`src/logic/core_types_pkg.sv`:
```
`default_nettype none
/* Shared types of the settings core: bus widths, the internal write word
   and the time loader states. Imported by every RTL module that needs them */

package core_types_pkg;

   //////////////////////////////
   // Settings bus

   typedef logic [7:0]  set_addr_t;
   typedef logic [31:0] set_data_t;

   // One queued settings write, address in the top bits
   typedef struct packed {
      set_addr_t addr;
      set_data_t data;
   } set_write_t;

   //////////////////////////////
   // Time and readback

   // Counts dsp_clk ticks
   typedef logic [63:0] vita_time_t;

   typedef logic [3:0]  rb_addr_t;
   typedef logic [31:0] rb_data_t;

   typedef logic [7:0]  led_t;

   // Time loader, waiting or armed for the next PPS
   typedef enum logic {TL_IDLE, TL_ARMED} time_load_e;

endpackage

`default_nettype wire

```
`src/logic/settings_map_pkg.sv`:
```
`default_nettype none
/* Register map of the settings core: setting addresses, readback word
   indices, the compat number and reset values of the setting registers */

package settings_map_pkg;
   import core_types_pkg::*;

   //////////////////////////////
   // Setting register bases

   // Control registers, serdes at +1, adc +2, sw leds +3, phy +4, led src +6
   localparam set_addr_t SR_MISC   = 8'd0;

   // Time staging hi +0, lo +1, control +2
   localparam set_addr_t SR_TIME64 = 8'd10;

   //////////////////////////////
   // Readback word indices

   localparam rb_addr_t RB_TIME_HI = 4'd10;
   localparam rb_addr_t RB_TIME_LO = 4'd11;
   localparam rb_addr_t RB_COMPAT  = 4'd12;
   localparam rb_addr_t RB_IRQ     = 4'd13;
   localparam rb_addr_t RB_PPS_HI  = 4'd14;
   localparam rb_addr_t RB_PPS_LO  = 4'd15;

   //////////////////////////////
   // Constants

   // Bump when the register map changes; major in the top half
   localparam rb_data_t COMPAT_NUM = {16'd10, 16'd1};

   // Returned for every index that has no word behind it
   localparam rb_data_t RB_UNUSED = 32'hFFFF_FFFF;

   // Status LEDs under hardware control out of reset
   localparam led_t LED_SRC_RESET = 8'b0001_1110;

endpackage

`default_nettype wire

```
`src/logic/misc_regs.sv`:
```
`default_nettype none
/* Control setting registers for the SERDES, ADC and PHY lines, and the LED
   mux that picks hardware status or software values bit by bit */

module misc_regs
   import core_types_pkg::*;
   import settings_map_pkg::*;
(
   input  wire             dsp_clk,
   input  wire             rst_i,
   input  wire set_write_t wr_i,
   input  wire             wr_stb_i,
   input  wire             run_rx_i,
   input  wire             run_tx_i,
   input  wire             clk_status_i,
   input  wire             link_up_i,
   input  wire             good_sync_i,
   output logic            ser_enable_o,
   output logic            ser_prbsen_o,
   output logic            ser_loopen_o,
   output logic            ser_rx_en_o,
   output logic            adc_oe_a_o,
   output logic            adc_on_a_o,
   output logic            adc_oe_b_o,
   output logic            adc_on_b_o,
   output logic            phy_resetn_o,
   output led_t            leds_o
);

   localparam set_addr_t ADDR_SERDES  = SR_MISC + 8'd1;
   localparam set_addr_t ADDR_ADC     = SR_MISC + 8'd2;
   localparam set_addr_t ADDR_LED_SW  = SR_MISC + 8'd3;
   localparam set_addr_t ADDR_PHY     = SR_MISC + 8'd4;
   localparam set_addr_t ADDR_LED_SRC = SR_MISC + 8'd6;

   logic [3:0] serdes_q;
   logic [3:0] adc_q;
   logic       phy_reset_q;
   led_t       led_sw_q;
   led_t       led_src_q;
   led_t       led_hw;

   //////////////////////////////
   // Register file

   always_ff @(posedge dsp_clk) begin
      if (rst_i) begin
         serdes_q    <= '0;
         adc_q       <= '0;
         phy_reset_q <= 1'b0;
         led_sw_q    <= '0;
         led_src_q   <= LED_SRC_RESET;
      end else if (wr_stb_i) begin
         case (wr_i.addr)
            ADDR_SERDES:  serdes_q    <= wr_i.data[3:0];
            ADDR_ADC:     adc_q       <= wr_i.data[3:0];
            ADDR_LED_SW:  led_sw_q    <= wr_i.data[7:0];
            ADDR_PHY:     phy_reset_q <= wr_i.data[0];
            ADDR_LED_SRC: led_src_q   <= wr_i.data[7:0];
            default:      ;
         endcase
      end
   end

   assign {ser_enable_o, ser_prbsen_o, ser_loopen_o, ser_rx_en_o} = serdes_q;
   assign {adc_oe_a_o, adc_on_a_o, adc_oe_b_o, adc_on_b_o}       = adc_q;

   // PHY reset pin is active low
   assign phy_resetn_o = ~phy_reset_q;

   //////////////////////////////
   // LEDs

   // Sync LED only lights once the link is up and time is locked to PPS
   assign led_hw = {3'b000, run_tx_i, run_rx_i, clk_status_i,
                    link_up_i & good_sync_i, 1'b0};

   // Source bit 1 selects hardware, 0 selects software
   assign leds_o = (led_src_q & led_hw) | (~led_src_q & led_sw_q);

endmodule

`default_nettype wire

```
`src/logic/readback_mux.sv`:
```
`default_nettype none
/* Registered readback selector for the 16 readback words. The word picked
   by rb_addr_i shows on rb_data_o one cycle later */

module readback_mux
   import core_types_pkg::*;
   import settings_map_pkg::*;
(
   input  wire             dsp_clk,
   input  wire             rst_i,
   input  wire rb_addr_t   rb_addr_i,
   input  wire vita_time_t time_i,
   input  wire vita_time_t time_pps_i,
   input  wire             clk_status_i,
   input  wire             link_up_i,
   output rb_data_t        rb_data_o
);

   rb_data_t irq_word;

   // Clock status at bit 11, link at bit 10
   assign irq_word = {20'd0, clk_status_i, link_up_i, 10'd0};

   always_ff @(posedge dsp_clk) begin
      if (rst_i) begin
         rb_data_o <= RB_UNUSED;
      end else begin
         case (rb_addr_i)
            RB_TIME_HI: rb_data_o <= time_i[63:32];
            RB_TIME_LO: rb_data_o <= time_i[31:0];
            RB_COMPAT:  rb_data_o <= COMPAT_NUM;
            RB_IRQ:     rb_data_o <= irq_word;
            RB_PPS_HI:  rb_data_o <= time_pps_i[63:32];
            RB_PPS_LO:  rb_data_o <= time_pps_i[31:0];
            default:    rb_data_o <= RB_UNUSED;
         endcase
      end
   end

endmodule

`default_nettype wire

```
`src/logic/settings_intake.sv`:
```
`default_nettype none
/* Credit-managed intake of settings writes. Queues incoming address/data
   pairs and releases one per cycle, returning a credit with each release */

module settings_intake
   import core_types_pkg::*;
#(
   parameter int CREDITS = 4
) (
   input  wire            dsp_clk,
   input  wire            rst_i,
   input  wire            set_valid_i,
   input  wire set_addr_t set_addr_i,
   input  wire set_data_t set_data_i,
   output logic           set_credit_o,
   output set_write_t     wr_o,
   output logic           wr_stb_o
);

   localparam int PTR_W = (CREDITS > 1) ? $clog2(CREDITS) : 1;
   localparam int CNT_W = $clog2(CREDITS + 1);
   localparam logic [PTR_W-1:0] LAST_SLOT = PTR_W'(CREDITS - 1);
   localparam logic [CNT_W-1:0] FULL_CNT  = CNT_W'(CREDITS);

   set_write_t       queue_mem [CREDITS];
   logic [PTR_W-1:0] wr_ptr_q;
   logic [PTR_W-1:0] rd_ptr_q;
   logic [CNT_W-1:0] count_q;
   logic             push;
   logic             pop;

   // Circular pointer step, also for depths that are not a power of two
   function automatic logic [PTR_W-1:0] next_ptr(input logic [PTR_W-1:0] ptr);
      return (ptr == LAST_SLOT) ? '0 : ptr + 1'b1;
   endfunction

   assign push = set_valid_i;
   // Drain whenever something is queued, the sender is throttled by credits
   assign pop  = (count_q != '0);

   always_ff @(posedge dsp_clk) begin
      if (push) begin
         queue_mem[wr_ptr_q] <= '{addr: set_addr_i, data: set_data_i};
      end
   end

   // Head entry, valid while wr_stb_o is high
   always_ff @(posedge dsp_clk) begin
      if (pop) begin
         wr_o <= queue_mem[rd_ptr_q];
      end
   end

   always_ff @(posedge dsp_clk) begin
      if (rst_i) begin
         wr_ptr_q <= '0;
         rd_ptr_q <= '0;
         count_q  <= '0;
         wr_stb_o <= 1'b0;
      end else begin
         wr_stb_o <= pop;
         if (push) begin
            wr_ptr_q <= next_ptr(wr_ptr_q);
         end
         if (pop) begin
            rd_ptr_q <= next_ptr(rd_ptr_q);
         end
         case ({push, pop})
            2'b10:   count_q <= count_q + 1'b1;
            2'b01:   count_q <= count_q - 1'b1;
            default: count_q <= count_q;
         endcase
      end
   end

   // Credit goes back in the cycle the write is applied
   assign set_credit_o = wr_stb_o;

   // Sender spent a credit it did not hold
   a_no_push_full: assert property (@(posedge dsp_clk) disable iff (rst_i)
      !(push && count_q == FULL_CNT))
      else $error("settings write pushed into a full queue");

   a_count_bound: assert property (@(posedge dsp_clk) disable iff (rst_i)
      count_q <= FULL_CNT)
      else $error("settings queue count above its depth");

endmodule

`default_nettype wire

```
`src/logic/u2_settings_core.sv`:
```
`default_nettype none
/* Top level of the DSP-side control plane: settings intake, control
   registers, VITA time and readback, all on dsp_clk */

module u2_settings_core
   import core_types_pkg::*;
#(
   parameter int CREDITS = 4
) (
   input  wire            dsp_clk,
   input  wire            rst_i,

   // Settings writes, credit flow control
   input  wire            set_valid_i,
   input  wire set_addr_t set_addr_i,
   input  wire set_data_t set_data_i,
   output logic           set_credit_o,

   // Readback
   input  wire rb_addr_t  rb_addr_i,
   output rb_data_t       rb_data_o,

   // Timing and status
   input  wire            pps_i,
   input  wire            run_rx_i,
   input  wire            run_tx_i,
   input  wire            clk_status_i,
   input  wire            link_up_i,

   // Control lines
   output led_t           leds_o,
   output logic           ser_enable_o,
   output logic           ser_prbsen_o,
   output logic           ser_loopen_o,
   output logic           ser_rx_en_o,
   output logic           adc_oe_a_o,
   output logic           adc_on_a_o,
   output logic           adc_oe_b_o,
   output logic           adc_on_b_o,
   output logic           phy_resetn_o
);

   set_write_t wr;
   logic       wr_stb;
   vita_time_t vita_time;
   vita_time_t vita_time_pps;
   logic       good_sync;

   //////////////////////////////
   // Settings path

   settings_intake #(
      .CREDITS(CREDITS)
   ) settings_intake_inst (
      .dsp_clk(dsp_clk), .rst_i(rst_i),
      .set_valid_i(set_valid_i), .set_addr_i(set_addr_i), .set_data_i(set_data_i),
      .set_credit_o(set_credit_o), .wr_o(wr), .wr_stb_o(wr_stb)
   );

   misc_regs misc_regs_inst (
      .dsp_clk(dsp_clk), .rst_i(rst_i), .wr_i(wr), .wr_stb_i(wr_stb),
      .run_rx_i(run_rx_i), .run_tx_i(run_tx_i), .clk_status_i(clk_status_i),
      .link_up_i(link_up_i), .good_sync_i(good_sync),
      .ser_enable_o(ser_enable_o), .ser_prbsen_o(ser_prbsen_o),
      .ser_loopen_o(ser_loopen_o), .ser_rx_en_o(ser_rx_en_o),
      .adc_oe_a_o(adc_oe_a_o), .adc_on_a_o(adc_on_a_o),
      .adc_oe_b_o(adc_oe_b_o), .adc_on_b_o(adc_on_b_o),
      .phy_resetn_o(phy_resetn_o), .leds_o(leds_o)
   );

   //////////////////////////////
   // Time and readback

   vita_time_counter vita_time_counter_inst (
      .dsp_clk(dsp_clk), .rst_i(rst_i), .wr_i(wr), .wr_stb_i(wr_stb), .pps_i(pps_i),
      .time_o(vita_time), .time_pps_o(vita_time_pps), .good_sync_o(good_sync)
   );

   readback_mux readback_mux_inst (
      .dsp_clk(dsp_clk), .rst_i(rst_i), .rb_addr_i(rb_addr_i),
      .time_i(vita_time), .time_pps_i(vita_time_pps),
      .clk_status_i(clk_status_i), .link_up_i(link_up_i),
      .rb_data_o(rb_data_o)
   );

endmodule

`default_nettype wire

```
`src/logic/vita_time_counter.sv`:
```
`default_nettype none
/* 64-bit VITA time counter on dsp_clk. Loaded at once or at the next PPS
   edge from two staging words, and latched on every PPS edge */

module vita_time_counter
   import core_types_pkg::*;
   import settings_map_pkg::*;
(
   input  wire             dsp_clk,
   input  wire             rst_i,
   input  wire set_write_t wr_i,
   input  wire             wr_stb_i,
   input  wire             pps_i,
   output vita_time_t      time_o,
   output vita_time_t      time_pps_o,
   output logic            good_sync_o
);

   localparam set_addr_t ADDR_TIME_HI   = SR_TIME64;
   localparam set_addr_t ADDR_TIME_LO   = SR_TIME64 + 8'd1;
   localparam set_addr_t ADDR_TIME_CTRL = SR_TIME64 + 8'd2;

   set_data_t  stage_hi_q;
   set_data_t  stage_lo_q;
   vita_time_t staged_time;
   logic       ctrl_wr;
   logic       load_now;
   logic       arm_load;
   logic       pps_meta_q;
   logic       pps_sync_q;
   logic       pps_prev_q;
   logic       pps_edge;
   time_load_e state_q;

   //////////////////////////////
   // Staging and control decode

   always_ff @(posedge dsp_clk) begin
      if (wr_stb_i && wr_i.addr == ADDR_TIME_HI) begin
         stage_hi_q <= wr_i.data;
      end
      if (wr_stb_i && wr_i.addr == ADDR_TIME_LO) begin
         stage_lo_q <= wr_i.data;
      end
   end

   assign staged_time = {stage_hi_q, stage_lo_q};
   assign ctrl_wr     = wr_stb_i && (wr_i.addr == ADDR_TIME_CTRL);
   assign load_now    = ctrl_wr && wr_i.data[0];
   assign arm_load    = ctrl_wr && wr_i.data[1];

   //////////////////////////////
   // PPS synchronizer

   always_ff @(posedge dsp_clk) begin
      if (rst_i) begin
         pps_meta_q <= 1'b0;
         pps_sync_q <= 1'b0;
         pps_prev_q <= 1'b0;
      end else begin
         pps_meta_q <= pps_i;
         pps_sync_q <= pps_meta_q;
         pps_prev_q <= pps_sync_q;
      end
   end

   assign pps_edge = pps_sync_q & ~pps_prev_q;

   //////////////////////////////
   // Counter, latch and loader

   always_ff @(posedge dsp_clk) begin
      if (rst_i) begin
         time_o      <= '0;
         time_pps_o  <= '0;
         good_sync_o <= 1'b0;
         state_q     <= TL_IDLE;
      end else begin
         time_o <= time_o + 64'd1;
         if (load_now) begin
            time_o      <= staged_time;
            good_sync_o <= 1'b0;
         end
         if (pps_edge) begin
            if (state_q == TL_ARMED) begin
               // Latch shows the time the edge was given
               time_o      <= staged_time;
               time_pps_o  <= staged_time;
               good_sync_o <= 1'b1;
               state_q     <= TL_IDLE;
            end else begin
               time_pps_o <= time_o;
            end
         end
         // A fresh arm outranks the edge that ends the previous one
         if (arm_load) begin
            state_q <= TL_ARMED;
         end
      end
   end

   // While armed only the PPS edge or an explicit load may move the time
   a_armed_load_on_pps: assert property (@(posedge dsp_clk) disable iff (rst_i)
      (state_q == TL_ARMED && !pps_edge && !load_now)
         |=> (time_o == $past(time_o) + 64'd1))
      else $error("time loaded while armed without a PPS edge");

endmodule

`default_nettype wire

```
`config.mk`:
```
export PLATFORM = sky130hd
export DESIGN_NAME = u2_settings_core
export DESIGN_NICKNAME = d
export VERILOG_FILES = /design/src/logic/core_types_pkg.sv /design/src/logic/settings_map_pkg.sv /design/src/logic/misc_regs.sv /design/src/logic/readback_mux.sv /design/src/logic/settings_intake.sv /design/src/logic/u2_settings_core.sv /design/src/logic/vita_time_counter.sv
export SDC_FILE = /design/constraint.sdc
export NUM_CORES = 1
export LEC_CHECK = 0
export ABC_AREA = 1
export BUFFER_PORTS_ARGS = -buffer_cell sky130_fd_sc_hd__clkbuf_2
export CELL_PAD_IN_SITES_DETAIL_PLACEMENT = 0
export CELL_PAD_IN_SITES_GLOBAL_PLACEMENT = 2
export CORE_AREA = 2 2 219 221
export DETAILED_ROUTE_END_ITERATION = 8
export DIE_AREA = 0 0 221 223
export GPL_TIMING_DRIVEN = 1
export PLACE_DENSITY_LB_ADDON = 0.1
export SYNTH_ARGS = -nofsm -noshare
export SYNTH_HDL_FRONTEND = slang
export SYNTH_SLANG_ARGS = --single-unit
```
`constraint.sdc`:
```
create_clock -name dsp_clk -period 8.5 [get_ports dsp_clk]
set_input_delay 0.425 -clock dsp_clk [delete_from_list [all_inputs] [get_ports dsp_clk]]
set_output_delay 0.425 -clock dsp_clk [all_outputs]
set_load 0.01 [all_outputs]
```
======== After elaboration in Yosys (flattened, before gate mapping) ========
Memories as Yosys holds them, arrays and structs flattened. A register that Yosys moved wholly into a read port is not among the register bits.
Index checks and enable logic that the tools add are counted.
word-level totals
  register bits after elaboration ......... 262
  bits in writable memories ............... 160
  input bits .............................. 52
  output and inout bits ................... 50
  logic and storage cells ................. 79
  memories ................................ 1
memory list
  name                            words  width  rd ports  clocked after Yosys merged registers in  write ports  line                   text
  settings_intake_inst.queue_mem  4      40     1         1                                        1            settings_intake.sv:25  set_write_t queue_mem [CREDITS];
cells by class
  add/sub/neg operators ................... 5
  equality and inequality tests ........... 18
  muxes and demuxes ....................... 15
  bitwise logic cells ..................... 8
  reduce and logical (&&, ||, !) cells .... 13
operators by type and width
  kind                                               count
  2-to-1 mux 64 bit                                  4
  one-hot mux 32 bit (6 select lines)                1
  adder 64 x 1 -> 64 bit (second input constant)     1
  == test 4 bit (second input constant)              6
  == test 8 x 4 -> 1 bit (second input constant)     3
  == test 8 x 2 -> 1 bit (second input constant)     2
  == test 8 x 3 -> 1 bit (second input constant)     2
  AND reduction 2 bit                                5
  bitwise AND 8 x 5 -> 8 bit                         1
  bitwise AND 8 bit                                  1
  == test 8 x 1 -> 1 bit (second input constant)     1
  inverter 8 bit                                     1
  bitwise OR 8 bit                                   1
  2-to-1 mux 1 bit                                   7
  == test 2 bit (second input constant)              3
  one-hot mux 3 bit (2 select lines)                 1
  logical AND 1 bit                                  5
  adder 2 x 1 -> 2 bit (second input constant)       2
  2-to-1 mux 2 bit                                   2
  nonzero test 2 bit                                 2
  adder 3 x 1 -> 3 bit (second input constant)       1
  nonzero test 3 bit                                 1
  subtractor 3 x 1 -> 3 bit (second input constant)  1
  bitwise AND 1 bit                                  2
  other kinds (2)                                    3

======== Longest topological paths before layout ========
  depth after elaboration ................. 6
  mapped depth ............................ 12
  gate-level depth less buffers ........... 12

======== Cells and area by module ========
A second synthesis with hierarchy kept.
second synthesis, totals
  cell total of the unflattened synthesis .. 2,172
  area, all modules ....................... 20,076.8 µm²
modules (own cells, without submodules)
  module             times used  cells an instance  area an instance (µm²)  sequential area each (µm²)
  vita_time_counter  1           1,141              9,093.7                 4,584.4
  settings_intake    1           488                7,598.5                 6,165.9
  readback_mux       1           365                2,117.0                 640.6
  misc_regs          1           178                1,267.5                 500.5

======== Least setup slack after synthesis ========
OpenSTA, ideal clock, no wires.
  path kind ............................... register -> register
  from .................................... register settings_intake_inst.wr_o[39] (netlist name)
  to ...................................... register vita_time_counter_inst.stage_hi_q[0] (enable)
  arrival time ............................ 3,772 ps
  data required time ...................... 7,999 ps
  setup slack ............................. 4,227 ps
  cell stages (with the launch flop) ...... 6
  path buffers ............................ 0
  path through ............................ edfxtp_1 nor2_1 nand2_1 inv_1 nand2_1 nor4_1
on the way
  longest elaborated chain between the ends .. 2
ends and longest elaborated chain
  element                 line                     text
  == test 8 x 4 -> 1 bit  vita_time_counter.sv:39  if (wr_stb_i && wr_i.addr == ADDR_TIME_HI) begin
  logical AND 1 bit       vita_time_counter.sv:39
  end signal, assigned    vita_time_counter.sv:40  stage_hi_q <= wr_i.data;
  end, declared           vita_time_counter.sv:23  set_data_t stage_hi_q;
No other way between the ends.
A chain may end at the register's enable or synchronous reset.

======== Worst setup path after layout ========
  from .................................... register vita_time_counter_inst.pps_sync_q
  to ...................................... register vita_time_counter_inst.time_o[44]
on the way
  longest elaborated chain between the ends .. 2
ends and longest elaborated chain
  element                 line                     text
  start, declared         vita_time_counter.sv:30  logic pps_sync_q;
  start signal, assigned  vita_time_counter.sv:62  pps_sync_q <= pps_meta_q;
  bitwise AND 1 bit       vita_time_counter.sv:67  assign pps_edge = pps_sync_q & ~pps_prev_q;
  2-to-1 mux 64 bit       vita_time_counter.sv:84  if (pps_edge) begin
  end signal, assigned    vita_time_counter.sv:79  time_o <= time_o + 64'd1;
  end signal, assigned    vita_time_counter.sv:81  time_o <= staged_time;
  end signal, assigned    vita_time_counter.sv:87  time_o <= staged_time;
  end, declared           vita_time_counter.sv:14  output vita_time_t time_o,
No other way between the ends.

==> results.py <==
metrics = {
    "detailed_routing": {
        "antenna_left": 0,
        "wire_per_inst_um": 21.3,
        "wirelength_um": 58800,
        "dr.pass1.iters": 5,
        "drc_errors": 0,
        "routed-via-count": 14600,
        "drt_iter0_markers": 1131,
        "vias_per_cell": 5.29,
    },
    "floorplan": {
        "die_area_um2": 49300,
        "initial_utilization": 0.413,
        "io_pins": 102,
        "num_rows": 80,
        "die_h_um": 223,
        "fp.dieW_um": 221,
        "coreArea_um2": 47100,
    },
    "placement": {
        "dp_hpwl_um": 39300,
        "io_buffers": 101,
        "gp_congestion": 0.877,
        "dpl.cell_count": 2665,
        "place_area_um2": 20500,
    },
    "clocking": {
        "post_cts_buffers": 0,
        "cts_sinks": 462,
        "clockBufferDepth": 3,
        "insertion_delay_ns": 0.60,
        "root_buffer": "clkbuf_16",
        "htree_levels": 2,
        "postCtsHoldBufs": 0,
        "tritoncts": "built",
        "cts.clk_slew.worst_paths_ns": 0.07,
        "cts_resized": 0,
        "cts_buffers": 51,
    },
    "critical_path": {
        "worstSetupStartpointType": "flip-flop",
        "cp.arrival_ns": 3.92,
        "critPathKind": "reg2reg",
        "crit_path_end_kind": "flip-flop",
        "cp_max_fo": 57,
        "worstPathRequired_ns": 9.04,
    },
    "timing": {
        "min_period_over_period": 0.398,
        "relSlewSlack": 0.176,
        "tns_ns": 0,
        "whs_ns": 0.0472,
        "fin_skew_ns": 0.0210,
        "slew_viol_final": 0,
        "fmax_mhz": 295,
        "finalCriticalPeriod_ns": 3.39,
        "max_slew.worst_pin.slew_ns": 1.23,
        "setup_violations": 0,
        "rsz0062_at_grt": "false",
        "finalHoldViolCount": 0,
    },
    "cells_and_area": {
        "final_area_um2": 22200,
        "post_layout_nonfiller_instances": 2760,
        "nNetsFinal": 2163,
        "layout_commonest_cell": "nand2_1",
        "drive_gt1_frac": 0.132,
        "fillers": 4494,
        "syn2layout_area_growth_pct": 14.0,
        "final_cell_mix": "nand2_1, nor2_1, edfxtp_1, o21ai_0, dfxtp_1",
    },
    "synth": {
        "async_reset_ff_frac": 0,
        "syn-cell-area_um2": 19500,
        "netlist_instances": 2021,
        "syn_avg_cell_area_um2": 9.62,
        "synth_warnings": 0,
        "synth_seq_cells": 462,
        "synth_cell_type_count": 40,
        "ys_seq_area_frac": 0.611,
        "synth_edf_count": 264,
        "syn-num-nets": 2081,
        "synth_ff_type": "edfxtp_1",
    },
    "pwr": {
        "p_per_area_nw_per_um2": 261,
        "power_leakage_nw": 8.01,
        "peakVddDrop_mv": 0.230,
        "fin_total_pwr_mw": 5.79,
    },
    "global_route": {
        "grt_overflow": 0,
        "grt_usage": 0.237,
        "grt_pass1_wl_um": 88200,
        "grt_pass1_vias": 14200,
        "antenna_found_initial": 1,
        "grt_max_degree": 85,
    },
    "hold_path": {
        "holdCritPathClass": "in2reg",
    },
    "flow_run": {
        "drv_cap": 0,
    },
    "run_status": {
        "outcome": "completed",
    },
}
-- critical path, stage by stage (launching register included) --
cell	delay, ns
dfxtp_1	0.30
inv_1	0.10
nor2_4	0.03
buf_4	0.32
nand2_1	0.14
buf_4	0.35
nand2_2	0.50
inv_2	0.45
buf_4	0.64
o21ai_0	0.20
a21oi_1	0.15
-- metal layers --
| layer | GRT usage | wire length (um) | vias to the layer above |
|---|---|---|---|
| li1 | - | - | 7097 |
| met4 | 0.0701 | 1520 | 0 |
| met2 | 0.384 | 27400 | 316 |
| met3 | 0.0398 | 2990 | 91 |
| met1 | 0.326 | 26800 | 7087 |
| met5 | 0 | 0 | - |
-- area by class of cell --
class                      count  area, um^2  area share
sequential                   462       11900       0.536
multi-input combinational   1272        6440       0.291
clock buffer                  67        1390      0.0625
tap                          615         769      0.0347
inverter                     194         729      0.0329
timing repair buffer         122         663      0.0299
clock inverter                27         284      0.0128
antenna                        1        2.50    0.000113
-- registers in the layout, summed over array words and instances, names as in the netlist, 8 cells and up --
register and count:
vita_time_counter_inst.stage_lo_q 32, settings_intake_inst.wr_o 40, vita_time_counter_inst.time_pps_o 64, misc_regs_inst.led_sw_q 8, settings_intake_inst.queue_mem 160, vita_time_counter_inst.stage_hi_q 32, vita_time_counter_inst.time_o 64, misc_regs_inst.led_src_q 8
readback_mux_inst.rb_data_o 32
-- cells by family after synthesis --
group | count (synthesis) | synth area share
simple gates | 687 | 0.155
compound gates | 544 | 0.154
flops | 462 | 0.611
buf+inv | 287 | 0.0590
xor+xnor | 30 | 0.0135
fa+ha+maj | 8 | 0.00553
mux | 3 | 0.00174
-- where the power goes --
part,internal [mW],switching (mW),total [mW]
logic,0.204,0.558,0.762
registers,2.68,0.141,2.82
clock network,1.30,0.911,2.21
-- worst paths after layout --
kind | depth (start not counted) | end | start | slack [ns]
min | 1 | settings_intake_inst.queue_mem[0][33] | set_addr_i[1] | 0.05
min reg2reg | 2 | vita_time_counter_inst.pps_sync_q | vita_time_counter_inst.pps_meta_q | 0.41
max reg2reg | 10 | vita_time_counter_inst.time_o[44] | vita_time_counter_inst.pps_sync_q | 5.11
max | 10 | vita_time_counter_inst.time_o[44] | vita_time_counter_inst.pps_sync_q | 5.11
-- Yosys cell counts, types with 8 or more instances --
cell	number	area, um^2
nand2_2	15	93.8
nand2_1	289	1080
nor3_1	10	50.1
nor2_4	9	101
o21ai_0	217	1090
dfxtp_1	198	3960
a21oi_1	189	946
xor2_1	30	263
inv_1	188	706
a221oi_1	20	175
buf_2	8	40.0
nand4_1	17	106
nor2_2	16	100
o21ai_1	16	80.1
o211ai_1	13	97.6
nor2_1	270	1010
o22ai_1	69	432
clkbuf_1	69	259
a211oi_1	10	75.1
edfxtp_1	264	7930
nand3_1	39	195
-- per-stage QoR --
stage / worst slack [ns] / utilization
after floorplan: 4.23 / -
after global placement: 5.22 / 0.435
after detailed placement: 5.14 / 0.435
after CTS: 5.11 / 0.470
after global routing: 4.84 / 0.470
final: 5.11 / 0.470
(Power assumes the default switching activity.)
